**src/uarch_params.svh**
```systemverilog
//----------------------------------------
// Widths and depths of the dispatch backend
// Include wherever a size is needed
//----------------------------------------
`ifndef UARCH_PARAMS_SVH
`define UARCH_PARAMS_SVH

// Program counter width
`define DATA_XLEN     32
// Physical and architectural register tags
`define PREG_BITS     6
`define AREG_BITS     5

// Reorder buffer, tag is log2 of depth
`define ROB_DEPTH     16
`define ROB_TAG_BITS  4

// Issue queue depths, powers of two
`define ALU_RS_DEPTH  8
`define MDU_RS_DEPTH  4
`define LSQ_DEPTH     8

`endif
```
**src/rob_pkg.sv**
```systemverilog
//----------------------------------------
// Reorder buffer types shared by dispatch, ROB and top
//----------------------------------------
`include "uarch_params.svh"

package rob_pkg;

    // ROB index, wraps naturally at ROB_DEPTH
    typedef logic [`ROB_TAG_BITS-1:0] rob_tag_t;

    // One ROB slot
    typedef struct packed {
        logic                  is_valid;
        logic                  is_done;
        logic [`DATA_XLEN-1:0] pc;
        logic [`AREG_BITS-1:0] rd;
        logic                  has_rd;
        logic                  is_branch;
        logic                  is_jump;
        logic                  is_store;
    } rob_entry_t;

    // What the head presents at retirement
    typedef struct packed {
        rob_tag_t              rob_tag;
        logic [`DATA_XLEN-1:0] pc;
        logic [`AREG_BITS-1:0] rd;
        logic                  has_rd;
        logic                  is_store;
    } retire_rec_t;

endpackage

```
**src/inst_pkg.sv**
```systemverilog
//----------------------------------------
// Instruction types for rename, dispatch and issue queues
// Needs rob_pkg compiled first
//----------------------------------------
`include "uarch_params.svh"

package inst_pkg;
    import rob_pkg::*;

    // Renamed instruction as it leaves rename
    typedef struct packed {
        logic                  is_valid;
        logic [`DATA_XLEN-1:0] pc;
        logic [`AREG_BITS-1:0] rd;
        logic [`PREG_BITS-1:0] prd;
        logic [`PREG_BITS-1:0] prs1;
        logic [`PREG_BITS-1:0] prs2;
        logic                  has_rd;
        logic                  is_load;
        logic                  is_store;
        logic                  is_muldiv;
        logic                  is_branch;
        logic                  is_jump;
        // Filled in by dispatch
        rob_tag_t              rob_tag;
    } renamed_inst_t;

    // Target queue of one instruction
    typedef enum logic [1:0] {NONE, ALU, MDU, LSQ} fu_class_t;

    // Free space of a queue or the ROB
    typedef struct packed {
        logic has_two;
        logic has_one;
    } slot_rdy_t;

endpackage

```
**src/dual_dispatch.sv**
```systemverilog
//----------------------------------------
// Top of the two-wide dispatch backend
// Dispatch feeding three issue queues and the ROB
//----------------------------------------
`include "uarch_params.svh"

module dual_dispatch
    import inst_pkg::*;
    import rob_pkg::*;
(
    input  logic          clk,
    input  logic          rst_n,
    // Rename side
    input  renamed_inst_t inst0,
    input  renamed_inst_t inst1,
    output logic          dispatch_rdy,
    // Issue ports
    output logic          alu_iss_valid,
    output renamed_inst_t alu_iss_inst,
    input  logic          alu_iss_ready,
    output logic          mdu_iss_valid,
    output renamed_inst_t mdu_iss_inst,
    input  logic          mdu_iss_ready,
    output logic          lsq_iss_valid,
    output renamed_inst_t lsq_iss_inst,
    input  logic          lsq_iss_ready,
    // Completion and retire
    input  logic          complete_valid,
    input  rob_tag_t      complete_tag,
    output logic          retire_valid,
    output retire_rec_t   retire_rec,
    input  logic          retire_ready
);

    logic [1:0]    alu_we, mdu_we, lsq_we, rob_we;
    renamed_inst_t alu_entry0, alu_entry1;
    renamed_inst_t mdu_entry0, mdu_entry1;
    renamed_inst_t lsq_entry0, lsq_entry1;
    slot_rdy_t     alu_rdy, mdu_rdy, lsq_rdy, rob_rdy;
    rob_entry_t    rob_entry0, rob_entry1;
    rob_tag_t      alloc_tag0, alloc_tag1;

    dispatch u_dispatch (
        .inst0(inst0), .inst1(inst1), .dispatch_rdy(dispatch_rdy),
        .alu_rdy(alu_rdy), .mdu_rdy(mdu_rdy), .lsq_rdy(lsq_rdy), .rob_rdy(rob_rdy),
        .alloc_tag0(alloc_tag0), .alloc_tag1(alloc_tag1),
        .alu_we(alu_we), .alu_entry0(alu_entry0), .alu_entry1(alu_entry1),
        .mdu_we(mdu_we), .mdu_entry0(mdu_entry0), .mdu_entry1(mdu_entry1),
        .lsq_we(lsq_we), .lsq_entry0(lsq_entry0), .lsq_entry1(lsq_entry1),
        .rob_we(rob_we), .rob_entry0(rob_entry0), .rob_entry1(rob_entry1)
    );

    //----------------------------------------
    // Issue queues
    //----------------------------------------
    issue_queue #(.DEPTH(`ALU_RS_DEPTH)) alu_rs (
        .clk(clk), .rst_n(rst_n), .we(alu_we), .entry0(alu_entry0), .entry1(alu_entry1),
        .rdy(alu_rdy), .iss_valid(alu_iss_valid), .iss_inst(alu_iss_inst),
        .iss_ready(alu_iss_ready)
    );

    issue_queue #(.DEPTH(`MDU_RS_DEPTH)) mdu_rs (
        .clk(clk), .rst_n(rst_n), .we(mdu_we), .entry0(mdu_entry0), .entry1(mdu_entry1),
        .rdy(mdu_rdy), .iss_valid(mdu_iss_valid), .iss_inst(mdu_iss_inst),
        .iss_ready(mdu_iss_ready)
    );

    issue_queue #(.DEPTH(`LSQ_DEPTH)) lsq (
        .clk(clk), .rst_n(rst_n), .we(lsq_we), .entry0(lsq_entry0), .entry1(lsq_entry1),
        .rdy(lsq_rdy), .iss_valid(lsq_iss_valid), .iss_inst(lsq_iss_inst),
        .iss_ready(lsq_iss_ready)
    );

    // Reorder buffer
    rob_alloc u_rob (
        .clk(clk), .rst_n(rst_n), .we(rob_we), .entry0(rob_entry0), .entry1(rob_entry1),
        .rdy(rob_rdy), .alloc_tag0(alloc_tag0), .alloc_tag1(alloc_tag1),
        .complete_valid(complete_valid), .complete_tag(complete_tag),
        .retire_valid(retire_valid), .retire_rec(retire_rec), .retire_ready(retire_ready)
    );

endmodule

```
**src/rob_alloc.sv**
```systemverilog
//----------------------------------------
// Circular reorder buffer with two allocations per cycle
// Completion by tag and in-order retire from the head
//----------------------------------------
`include "uarch_params.svh"

module rob_alloc
    import rob_pkg::*;
    import inst_pkg::*;
(
    input  logic        clk,
    input  logic        rst_n,
    // Allocation from dispatch where bit 1 implies bit 0
    input  logic [1:0]  we,
    input  rob_entry_t  entry0,
    input  rob_entry_t  entry1,
    output slot_rdy_t   rdy,
    output rob_tag_t    alloc_tag0,
    output rob_tag_t    alloc_tag1,
    // Completion
    input  logic        complete_valid,
    input  rob_tag_t    complete_tag,
    // Retire handshake
    output logic        retire_valid,
    output retire_rec_t retire_rec,
    input  logic        retire_ready
);

    localparam int CNT_W = $clog2(`ROB_DEPTH + 1);

    rob_entry_t       rob_q [`ROB_DEPTH];
    rob_tag_t         head, tail;
    logic [CNT_W-1:0] count;
    logic [CNT_W-1:0] free_cnt;
    logic [1:0]       n_alloc;
    logic             do_retire;

    // Tail and the slot after it
    assign alloc_tag0 = tail;
    assign alloc_tag1 = tail + rob_tag_t'(1);

    assign free_cnt    = CNT_W'(`ROB_DEPTH) - count;
    assign rdy.has_one = free_cnt >= CNT_W'(1);
    assign rdy.has_two = free_cnt >= CNT_W'(2);
    assign n_alloc     = {1'b0, we[0]} + {1'b0, we[1]};

    //----------------------------------------
    // Head record and retire
    //----------------------------------------
    assign retire_valid        = rob_q[head].is_valid && rob_q[head].is_done;
    assign retire_rec.rob_tag  = head;
    assign retire_rec.pc       = rob_q[head].pc;
    assign retire_rec.rd       = rob_q[head].rd;
    assign retire_rec.has_rd   = rob_q[head].has_rd;
    assign retire_rec.is_store = rob_q[head].is_store;
    assign do_retire           = retire_valid && retire_ready;

    // Allocate first, mark done next and clear the retired head last
    always_ff @(posedge clk or negedge rst_n) begin
        if (!rst_n) begin
            for (int i = 0; i < `ROB_DEPTH; i++) begin
                rob_q[i] <= '0;
            end
            head  <= '0;
            tail  <= '0;
            count <= '0;
        end else begin
            if (we[0]) begin
                rob_q[alloc_tag0] <= entry0;
            end
            if (we[1]) begin
                rob_q[alloc_tag1] <= entry1;
            end
            if (complete_valid) begin
                rob_q[complete_tag].is_done <= 1'b1;
            end
            if (do_retire) begin
                rob_q[head] <= '0;
                head        <= head + rob_tag_t'(1);
            end
            tail  <= tail + rob_tag_t'(n_alloc);
            count <= count + CNT_W'(n_alloc) - CNT_W'(do_retire);
        end
    end

endmodule

```
**src/issue_queue.sv**
```systemverilog
//----------------------------------------
// In-order issue queue, two writes and one issue per cycle
// Used for ALU, MDU and LSQ with different depths
//----------------------------------------
module issue_queue
    import inst_pkg::*;
#(
    // Power of two, pointers wrap naturally
    parameter int DEPTH = 8
) (
    input  logic          clk,
    input  logic          rst_n,
    // Write side from dispatch
    input  logic [1:0]    we,
    input  renamed_inst_t entry0,
    input  renamed_inst_t entry1,
    output slot_rdy_t     rdy,
    // Issue side
    output logic          iss_valid,
    output renamed_inst_t iss_inst,
    input  logic          iss_ready
);

    localparam int PTR_W = $clog2(DEPTH);
    localparam int CNT_W = $clog2(DEPTH + 1);

    renamed_inst_t    mem [DEPTH];
    logic [PTR_W-1:0] head, tail;
    logic [PTR_W-1:0] wr_ptr1;
    logic [CNT_W-1:0] count;
    logic [CNT_W-1:0] free_cnt;
    logic [1:0]       n_wr;
    logic             do_issue;

    //----------------------------------------
    // Free space and issue handshake
    //----------------------------------------
    // Ignores a same-cycle issue on purpose
    assign free_cnt    = CNT_W'(DEPTH) - count;
    assign rdy.has_one = free_cnt >= CNT_W'(1);
    assign rdy.has_two = free_cnt >= CNT_W'(2);

    assign iss_valid = count != '0;
    assign iss_inst  = mem[head];
    assign do_issue  = iss_valid && iss_ready;

    // Second write lands after the first when both are set
    assign n_wr    = {1'b0, we[0]} + {1'b0, we[1]};
    assign wr_ptr1 = we[0] ? tail + PTR_W'(1) : tail;

    // Entry storage
    always_ff @(posedge clk) begin
        if (we[0]) begin
            mem[tail] <= entry0;
        end
        if (we[1]) begin
            mem[wr_ptr1] <= entry1;
        end
    end

    //----------------------------------------
    // Pointers and occupancy
    //----------------------------------------
    always_ff @(posedge clk or negedge rst_n) begin
        if (!rst_n) begin
            head  <= '0;
            tail  <= '0;
            count <= '0;
        end else begin
            tail  <= tail + PTR_W'(n_wr);
            count <= count + CNT_W'(n_wr) - CNT_W'(do_issue);
            if (do_issue) begin
                head <= head + PTR_W'(1);
            end
        end
    end

endmodule

```
**src/dispatch.sv**
```systemverilog
//----------------------------------------
// Combinational dispatch of a renamed pair
// Routes to ALU/MDU/LSQ queues and builds ROB entries
//----------------------------------------
module dispatch
    import inst_pkg::*;
    import rob_pkg::*;
(
    // Rename side
    input  renamed_inst_t inst0,
    input  renamed_inst_t inst1,
    output logic          dispatch_rdy,
    // Free space from queues and ROB
    input  slot_rdy_t     alu_rdy,
    input  slot_rdy_t     mdu_rdy,
    input  slot_rdy_t     lsq_rdy,
    input  slot_rdy_t     rob_rdy,
    input  rob_tag_t      alloc_tag0,
    input  rob_tag_t      alloc_tag1,
    // Queue write ports
    output logic [1:0]    alu_we,
    output renamed_inst_t alu_entry0,
    output renamed_inst_t alu_entry1,
    output logic [1:0]    mdu_we,
    output renamed_inst_t mdu_entry0,
    output renamed_inst_t mdu_entry1,
    output logic [1:0]    lsq_we,
    output renamed_inst_t lsq_entry0,
    output renamed_inst_t lsq_entry1,
    // ROB write port, bit 0 is always the older write
    output logic [1:0]    rob_we,
    output rob_entry_t    rob_entry0,
    output rob_entry_t    rob_entry1
);

    // Loads and stores win over muldiv
    function automatic fu_class_t classify(input renamed_inst_t inst);
        fu_class_t cls;
        if (!inst.is_valid) begin
            cls = NONE;
        end else if (inst.is_load || inst.is_store) begin
            cls = LSQ;
        end else if (inst.is_muldiv) begin
            cls = MDU;
        end else begin
            cls = ALU;
        end
        return cls;
    endfunction

    // Entries needed in one queue by the pair
    function automatic logic [1:0] need_of(input fu_class_t want, input fu_class_t c0,
                                           input fu_class_t c1);
        return {1'b0, c0 == want} + {1'b0, c1 == want};
    endfunction

    // Need against free-space encoding
    function automatic logic fits(input logic [1:0] need, input slot_rdy_t rdy);
        logic ok;
        case (need)
            2'd0:    ok = 1'b1;
            2'd1:    ok = rdy.has_one;
            default: ok = rdy.has_two;
        endcase
        return ok;
    endfunction

    // New ROB entry, not yet done
    function automatic rob_entry_t gen_rob_entry(input renamed_inst_t inst);
        rob_entry_t e;
        e           = '0;
        e.is_valid  = inst.is_valid;
        e.pc        = inst.pc;
        e.rd        = inst.rd;
        e.has_rd    = inst.has_rd;
        e.is_branch = inst.is_branch;
        e.is_jump   = inst.is_jump;
        e.is_store  = inst.is_store;
        return e;
    endfunction

    fu_class_t     cls0, cls1;
    logic [1:0]    rob_need;
    logic          all_ok;
    renamed_inst_t tagged0, tagged1;

    //----------------------------------------
    // Classification and group resource check
    //----------------------------------------
    assign cls0     = classify(inst0);
    assign cls1     = classify(inst1);
    assign rob_need = {1'b0, inst0.is_valid} + {1'b0, inst1.is_valid};

    // Whole pair or nothing
    assign all_ok = fits(need_of(ALU, cls0, cls1), alu_rdy) &&
                    fits(need_of(MDU, cls0, cls1), mdu_rdy) &&
                    fits(need_of(LSQ, cls0, cls1), lsq_rdy) &&
                    fits(rob_need, rob_rdy);

    assign dispatch_rdy = all_ok;

    assign alu_we = {all_ok && cls1 == ALU, all_ok && cls0 == ALU};
    assign mdu_we = {all_ok && cls1 == MDU, all_ok && cls0 == MDU};
    assign lsq_we = {all_ok && cls1 == LSQ, all_ok && cls0 == LSQ};

    //----------------------------------------
    // Tag stamping, first written gets tail
    //----------------------------------------
    always_comb begin
        tagged0         = inst0;
        tagged0.rob_tag = alloc_tag0;
        tagged1         = inst1;
        tagged1.rob_tag = inst0.is_valid ? alloc_tag1 : alloc_tag0;
    end

    assign alu_entry0 = tagged0;
    assign alu_entry1 = tagged1;
    assign mdu_entry0 = tagged0;
    assign mdu_entry1 = tagged1;
    assign lsq_entry0 = tagged0;
    assign lsq_entry1 = tagged1;

    // ROB writes compacted so bit 1 implies bit 0
    assign rob_we     = {all_ok && rob_need == 2'd2, all_ok && rob_need != 2'd0};
    assign rob_entry0 = gen_rob_entry(inst0.is_valid ? inst0 : inst1);
    assign rob_entry1 = gen_rob_entry(inst1);

endmodule

```
**config.mk**
```make
export PLATFORM = sky130hd
export DESIGN_NAME = dual_dispatch
export DESIGN_NICKNAME = d
export VERILOG_FILES = /design/src/rob_pkg.sv /design/src/inst_pkg.sv /design/src/dual_dispatch.sv /design/src/rob_alloc.sv /design/src/issue_queue.sv /design/src/dispatch.sv
export VERILOG_INCLUDE_DIRS = /design/src
export SDC_FILE = /design/constraint.sdc
export NUM_CORES = 2
export LEC_CHECK = 0
export ABC_AREA = 0
export BUFFER_PORTS_ARGS = -buffer_cell sky130_fd_sc_hd__clkbuf_2
export CORE_ASPECT_RATIO = 1.25
export CORE_UTILIZATION = 40
export CTS_CLUSTER_DIAMETER = 150
export DETAILED_ROUTE_END_ITERATION = 10
export SYNTH_ARGS = -nofsm -noshare
export SYNTH_HDL_FRONTEND = slang
export SYNTH_SLANG_ARGS = --single-unit
```
**constraint.sdc**
```tcl
create_clock -name clk -period 10.2 [get_ports clk]
set_input_delay 2.04 -clock clk [delete_from_list [all_inputs] [get_ports clk]]
set_output_delay 2.04 -clock clk [all_outputs]
set_load 0.03 [all_outputs]
```
==> summary.txt <==
Synthesis
  • Largest family of logic cells by synthesized area: multiplexers
  • Adder-Cell Fraction of Synth Area: 0.00959
  • Seq cells post-synth: between 2000 and 2500
  • Avg Inst Size Synth: 13.0 µm²
  • Post-synthesis sequential area ratio: 0.539
  • Async SR Flop Fraction: 0.345
  • Post-Synthesis Cell Area: 106000 µm²
  • Post-synth EDFFs: around 1300
  • Synth Area in XOR/XNOR: 0.00794
  • Yosys cell types: 62
  • Post-Synthesis Cells: 8146
  • Synth Warn #: 0
  • Post-Synth Simple-Gate Area: 0.0627
  • Syn_nets: 8366
  • Most used flip-flop cell after synthesis: edfxtp_1
  • Compound-gate portion of the synthesized area: 0.0829
  • Mux cell area share after synthesis: 0.258

Placement
  • Pre-CTS setup slack: around 2700 ps
  • GP Congestion: 0.825
  • Post-Place Cells: 11200
  • Dpl cell area: 111000 µm²
  • # port buffers: 380
  • Post-detail-place hpwl: 206000 µm

Power
  • Pleak: approximately 40 nW
  • P_int: 20.8 mW
  • Combinational Power Share: 0.412
  • Sw Pwr: 12.8 mW
  • Sequential power share: 0.357
  • Total power: 33.6 mW
  • PwrDens: 286 nW/µm²
  • Clock power share: 0.232
  • Maximum VDD drop: 0.000234 V
  • Sw Share: 0.381

STA
  • Fmax: 0.145 GHz
  • Fin worst setup slack: 3300 ps
  • RSZ-0062 raised after global routing: no
  • Slew margin rel.: 0.0482
  • Fin crit share: 0.677
  • Fin Clk Skew: 57.3 ps
  • Fin. max-slew vios: 0
  • Hold Fails Final Rpt: 0
  • Worst-margin pin slew: 1390 ps
  • Final setup fails: 0
  • Final setup TNS: 0 ps
  • Tmin final: 6900 ps

Outcome
  • Status: finished clean

Worst setup path
  • CP Capture Type: output pin
  • Slowest-stage cell, CP: o21ai_0
  • Worst Reg-to-Reg Cells: 11
  • Worst path max stage delay: 550 ps
  • Critical-path cell list: clkbuf_2 -> o21ai_0 -> inv_1 -> ha_1 -> or3b_2 -> a21oi_1 -> o21ai_0 -> nand3_1 -> inv_2 -> clkbuf_2
  • Worst Path Required: ~8200 ps
  • Crit-path max FO: 23
  • Arr. time, crit path: 4860 ps
  • Crit path kind: in2out
  • Critical Path Source Type: input port

Layout
  • Layout net count: 8148
  • Filler instances: roughly 23000
  • Layout cells sized above 1: 0.353
  • Finished Cell Area: 118000 µm²
  • Non-filler instance count after layout: 11600
  • Layout area overhead: 11.0%

Run
  • Max_cap viols: 0

Die
  • Rows: 210
  • Die width: 462 µm
  • Initial Utilization: 0.404
  • Die Ht: 577 µm
  • Die area: approximately 270000 µm²
  • Core area: between 200000 and 300000 µm²
  • Io pins: 389

Routing
  • Iter 0 DRT Violations: 9072
  • DRC errors left: 0
  • DR pass1 iterations: 6
  • Detailed Route WL: 378000 µm
  • Vias per cell: 6.29
  • Routed len/inst: 32.6 µm
  • Via count: roughly 73000
  • Routed Antenna Nets: 0

CTS
  • CTS max path bufs: 4
  • Clk Tree Root Cell: clkbuf_16
  • Number of H-tree levels: 4
  • # hold bufs at CTS: 0
  • Worst-path clk slew: roughly 60 ps
  • TritonCTS clock tree: built
  • # Post-CTS Setup Buffers: 0
  • # resized after CTS: 0
  • # clock sinks: 2016
  • CTS buffer count: 211
  • Later-pin clock latency in the skew report: ~910 ps

Global routing
  • Largest net degree at the start of global routing: 157
  • Wire length of the first global-routing pass: about 540000 µm
  • GRT overflow: 0
  • All-layer global routing usage: 0.278
  • Antenna violations before repair: 29
  • Vias in the first global route: approximately 74000

Min path
  • Type of the worst min-delay path: reg2reg
  • Hold depth: 2
-- stage by stage --
stage | utilization | hold WS (ps)
6_report | 0.448 | 555
3_5_place_dp | 0.422 | 542
2_1_floorplan | - | 497
3_3_place_gp | 0.422 | 527
4_1_cts | 0.448 | 552
5_1_grt | 0.448 | 575
-- critical path: cells and delay by family --
family / cells / cell delay [ps]
AO/OA/AOI/OAI: 3 / 980
AND/OR/NAND/NOR: 2 / 400
buffers and inverters: 4 / 1170
adder cells (fa/ha/maj): 1 / 250
-- logic make-up (layout without fill, tap and decap cells) --
logic type,Yosys count,count (layout)
xor+xnor,96,96
simple gates,1582,1582
buf+inv,1074,1023
mux,1909,1909
fa+ha+maj,77,77
flops,2016,2016
other cells,0,9
compound gates,1392,1392
-- cell type report --
class,count,area (µm²),area share
clock buffer,282,5820,0.0495
timing repair buffer,588,3760,0.0320
multi-input combinational,5056,45300,0.386
inverter,55,208,0.00177
sequential,2016,57100,0.486
antenna,9,22.5,0.000192
tap,3498,4380,0.0372
clock inverter,98,940,0.00799
-- per-layer routing --
layer / routed length [µm] / global-route usage
met3: 34200 / 0.0521
met4: 19600 / 0.134
met1: 140000 / 0.346
met5: 103 / 0
met2: 184000 / 0.465
-- cells in the final DEF (no fill, tap or decap), types with 17 or more instances in the layout --
cell / instances
nand3_1: 42
a21oi_1: 591
edfxtp_1: 1320
nor2_1: 39
xnor2_1: 77
inv_1: 50
clkbuf_8: 21
or2_2: 19
clkbuf_16: 214
clkinv_1: 27
buf_4: 186
o211ai_1: 560
clkinv_2: 41
xor2_1: 19
mux4_2: 527
dfrtp_1: 685
o2bb2ai_1: 79
nand2_1: 1282
nor2b_1: 36
mux2_1: 41
mux2i_1: 44
mux2_2: 1296
nand3b_1: 17
buf_12: 23
ha_1: 70
clkbuf_1: 47
o21ai_0: 115
clkbuf_2: 378
-- power by group through the flow --
| stage | combinational, mW | sequential (mW) | clock (mW) |
|---|---|---|---|
| 2_1_floorplan | 9.80 | 11.5 | 0 |
| 3_3_place_gp | 13.6 | 12.0 | 0 |
| 3_5_place_dp | 13.8 | 12.1 | 0 |
| 4_1_cts | 13.9 | 11.9 | 7.88 |
| 5_1_grt | 14.6 | 12.2 | 8.16 |
| 6_report | 13.8 | 12.0 | 7.79 |
-- path summary, 6_finish.rpt --
path                                   from               end  slack, ps
hold / removal             u_rob.rob_q[686]  u_rob.rob_q[686]        560
setup reg to reg            mdu_rs.count[1]     lsq.mem[6][9]       5040
min in group asynchronous             rst_n  u_rob.rob_q[421]       1240
hold reg to reg            u_rob.rob_q[686]  u_rob.rob_q[686]        560
max in group asynchronous             rst_n  u_rob.rob_q[228]       6610
setup / recovery                   inst0[7]      dispatch_rdy       3300
-- cells in the mapped netlist, types with 3 or more instances --
library cell / count / area share
xnor2_1: 77 / 0.0064
dfrtp_1: 696 / 0.16
mux2_2: 1296 / 0.14
o2bb2ai_1: 79 / 0.0065
mux2i_1: 45 / 0.0043
o211ai_1: 560 / 0.040
xor2_1: 19 / 0.0016
nor2_1: 44 / 0.0016
nand4_1: 13 / 0.00077
or3_1: 15 / 0.00089
nand2_1: 1288 / 0.046
buf_2: 116 / 0.0055
nand2b_1: 9 / 0.00053
ha_1: 70 / 0.0083
nand3b_1: 17 / 0.0012
and4_1: 8 / 0.00066
a21boi_1: 8 / 0.00057
mux4_2: 527 / 0.11
o21ai_0: 120 / 0.0057
and2_1: 12 / 0.00071
nor2b_1: 36 / 0.0021
buf_4: 10 / 0.00071
a21o_1: 9 / 0.00064
mux2_1: 41 / 0.0044
buf_1: 77 / 0.0027
o21bai_1: 8 / 0.00057
nor3_1: 29 / 0.0014
inv_2: 3 / 0.00011
fa_1: 7 / 0.0013
nand3_1: 45 / 0.0021
nor4_1: 10 / 0.00059
clkbuf_1: 816 / 0.029
a21oi_1: 591 / 0.028
inv_1: 50 / 0.0018
nor3b_1: 6 / 0.00043
nor4_2: 11 / 0.0013
or2_2: 19 / 0.0011
edfxtp_1: 1320 / 0.37
and3_1: 7 / 0.00041
-- registers in the layout, indices dropped and copies added (netlist names) --
signal / count
u_rob.rob_q: 656
alu_rs.mem: 528
lsq.mem: 528
mdu_rs.mem: 264
u_rob.count: 5
alu_rs.count: 4
lsq.count: 4
u_rob.alloc_tag0: 4
u_rob.head: 4
alu_rs.head: 3
alu_rs.tail: 3
lsq.head: 3
lsq.tail: 3
mdu_rs.count: 3
mdu_rs.head: 2
mdu_rs.tail: 2
No activity file was read; power rests on OpenSTA's default activity.
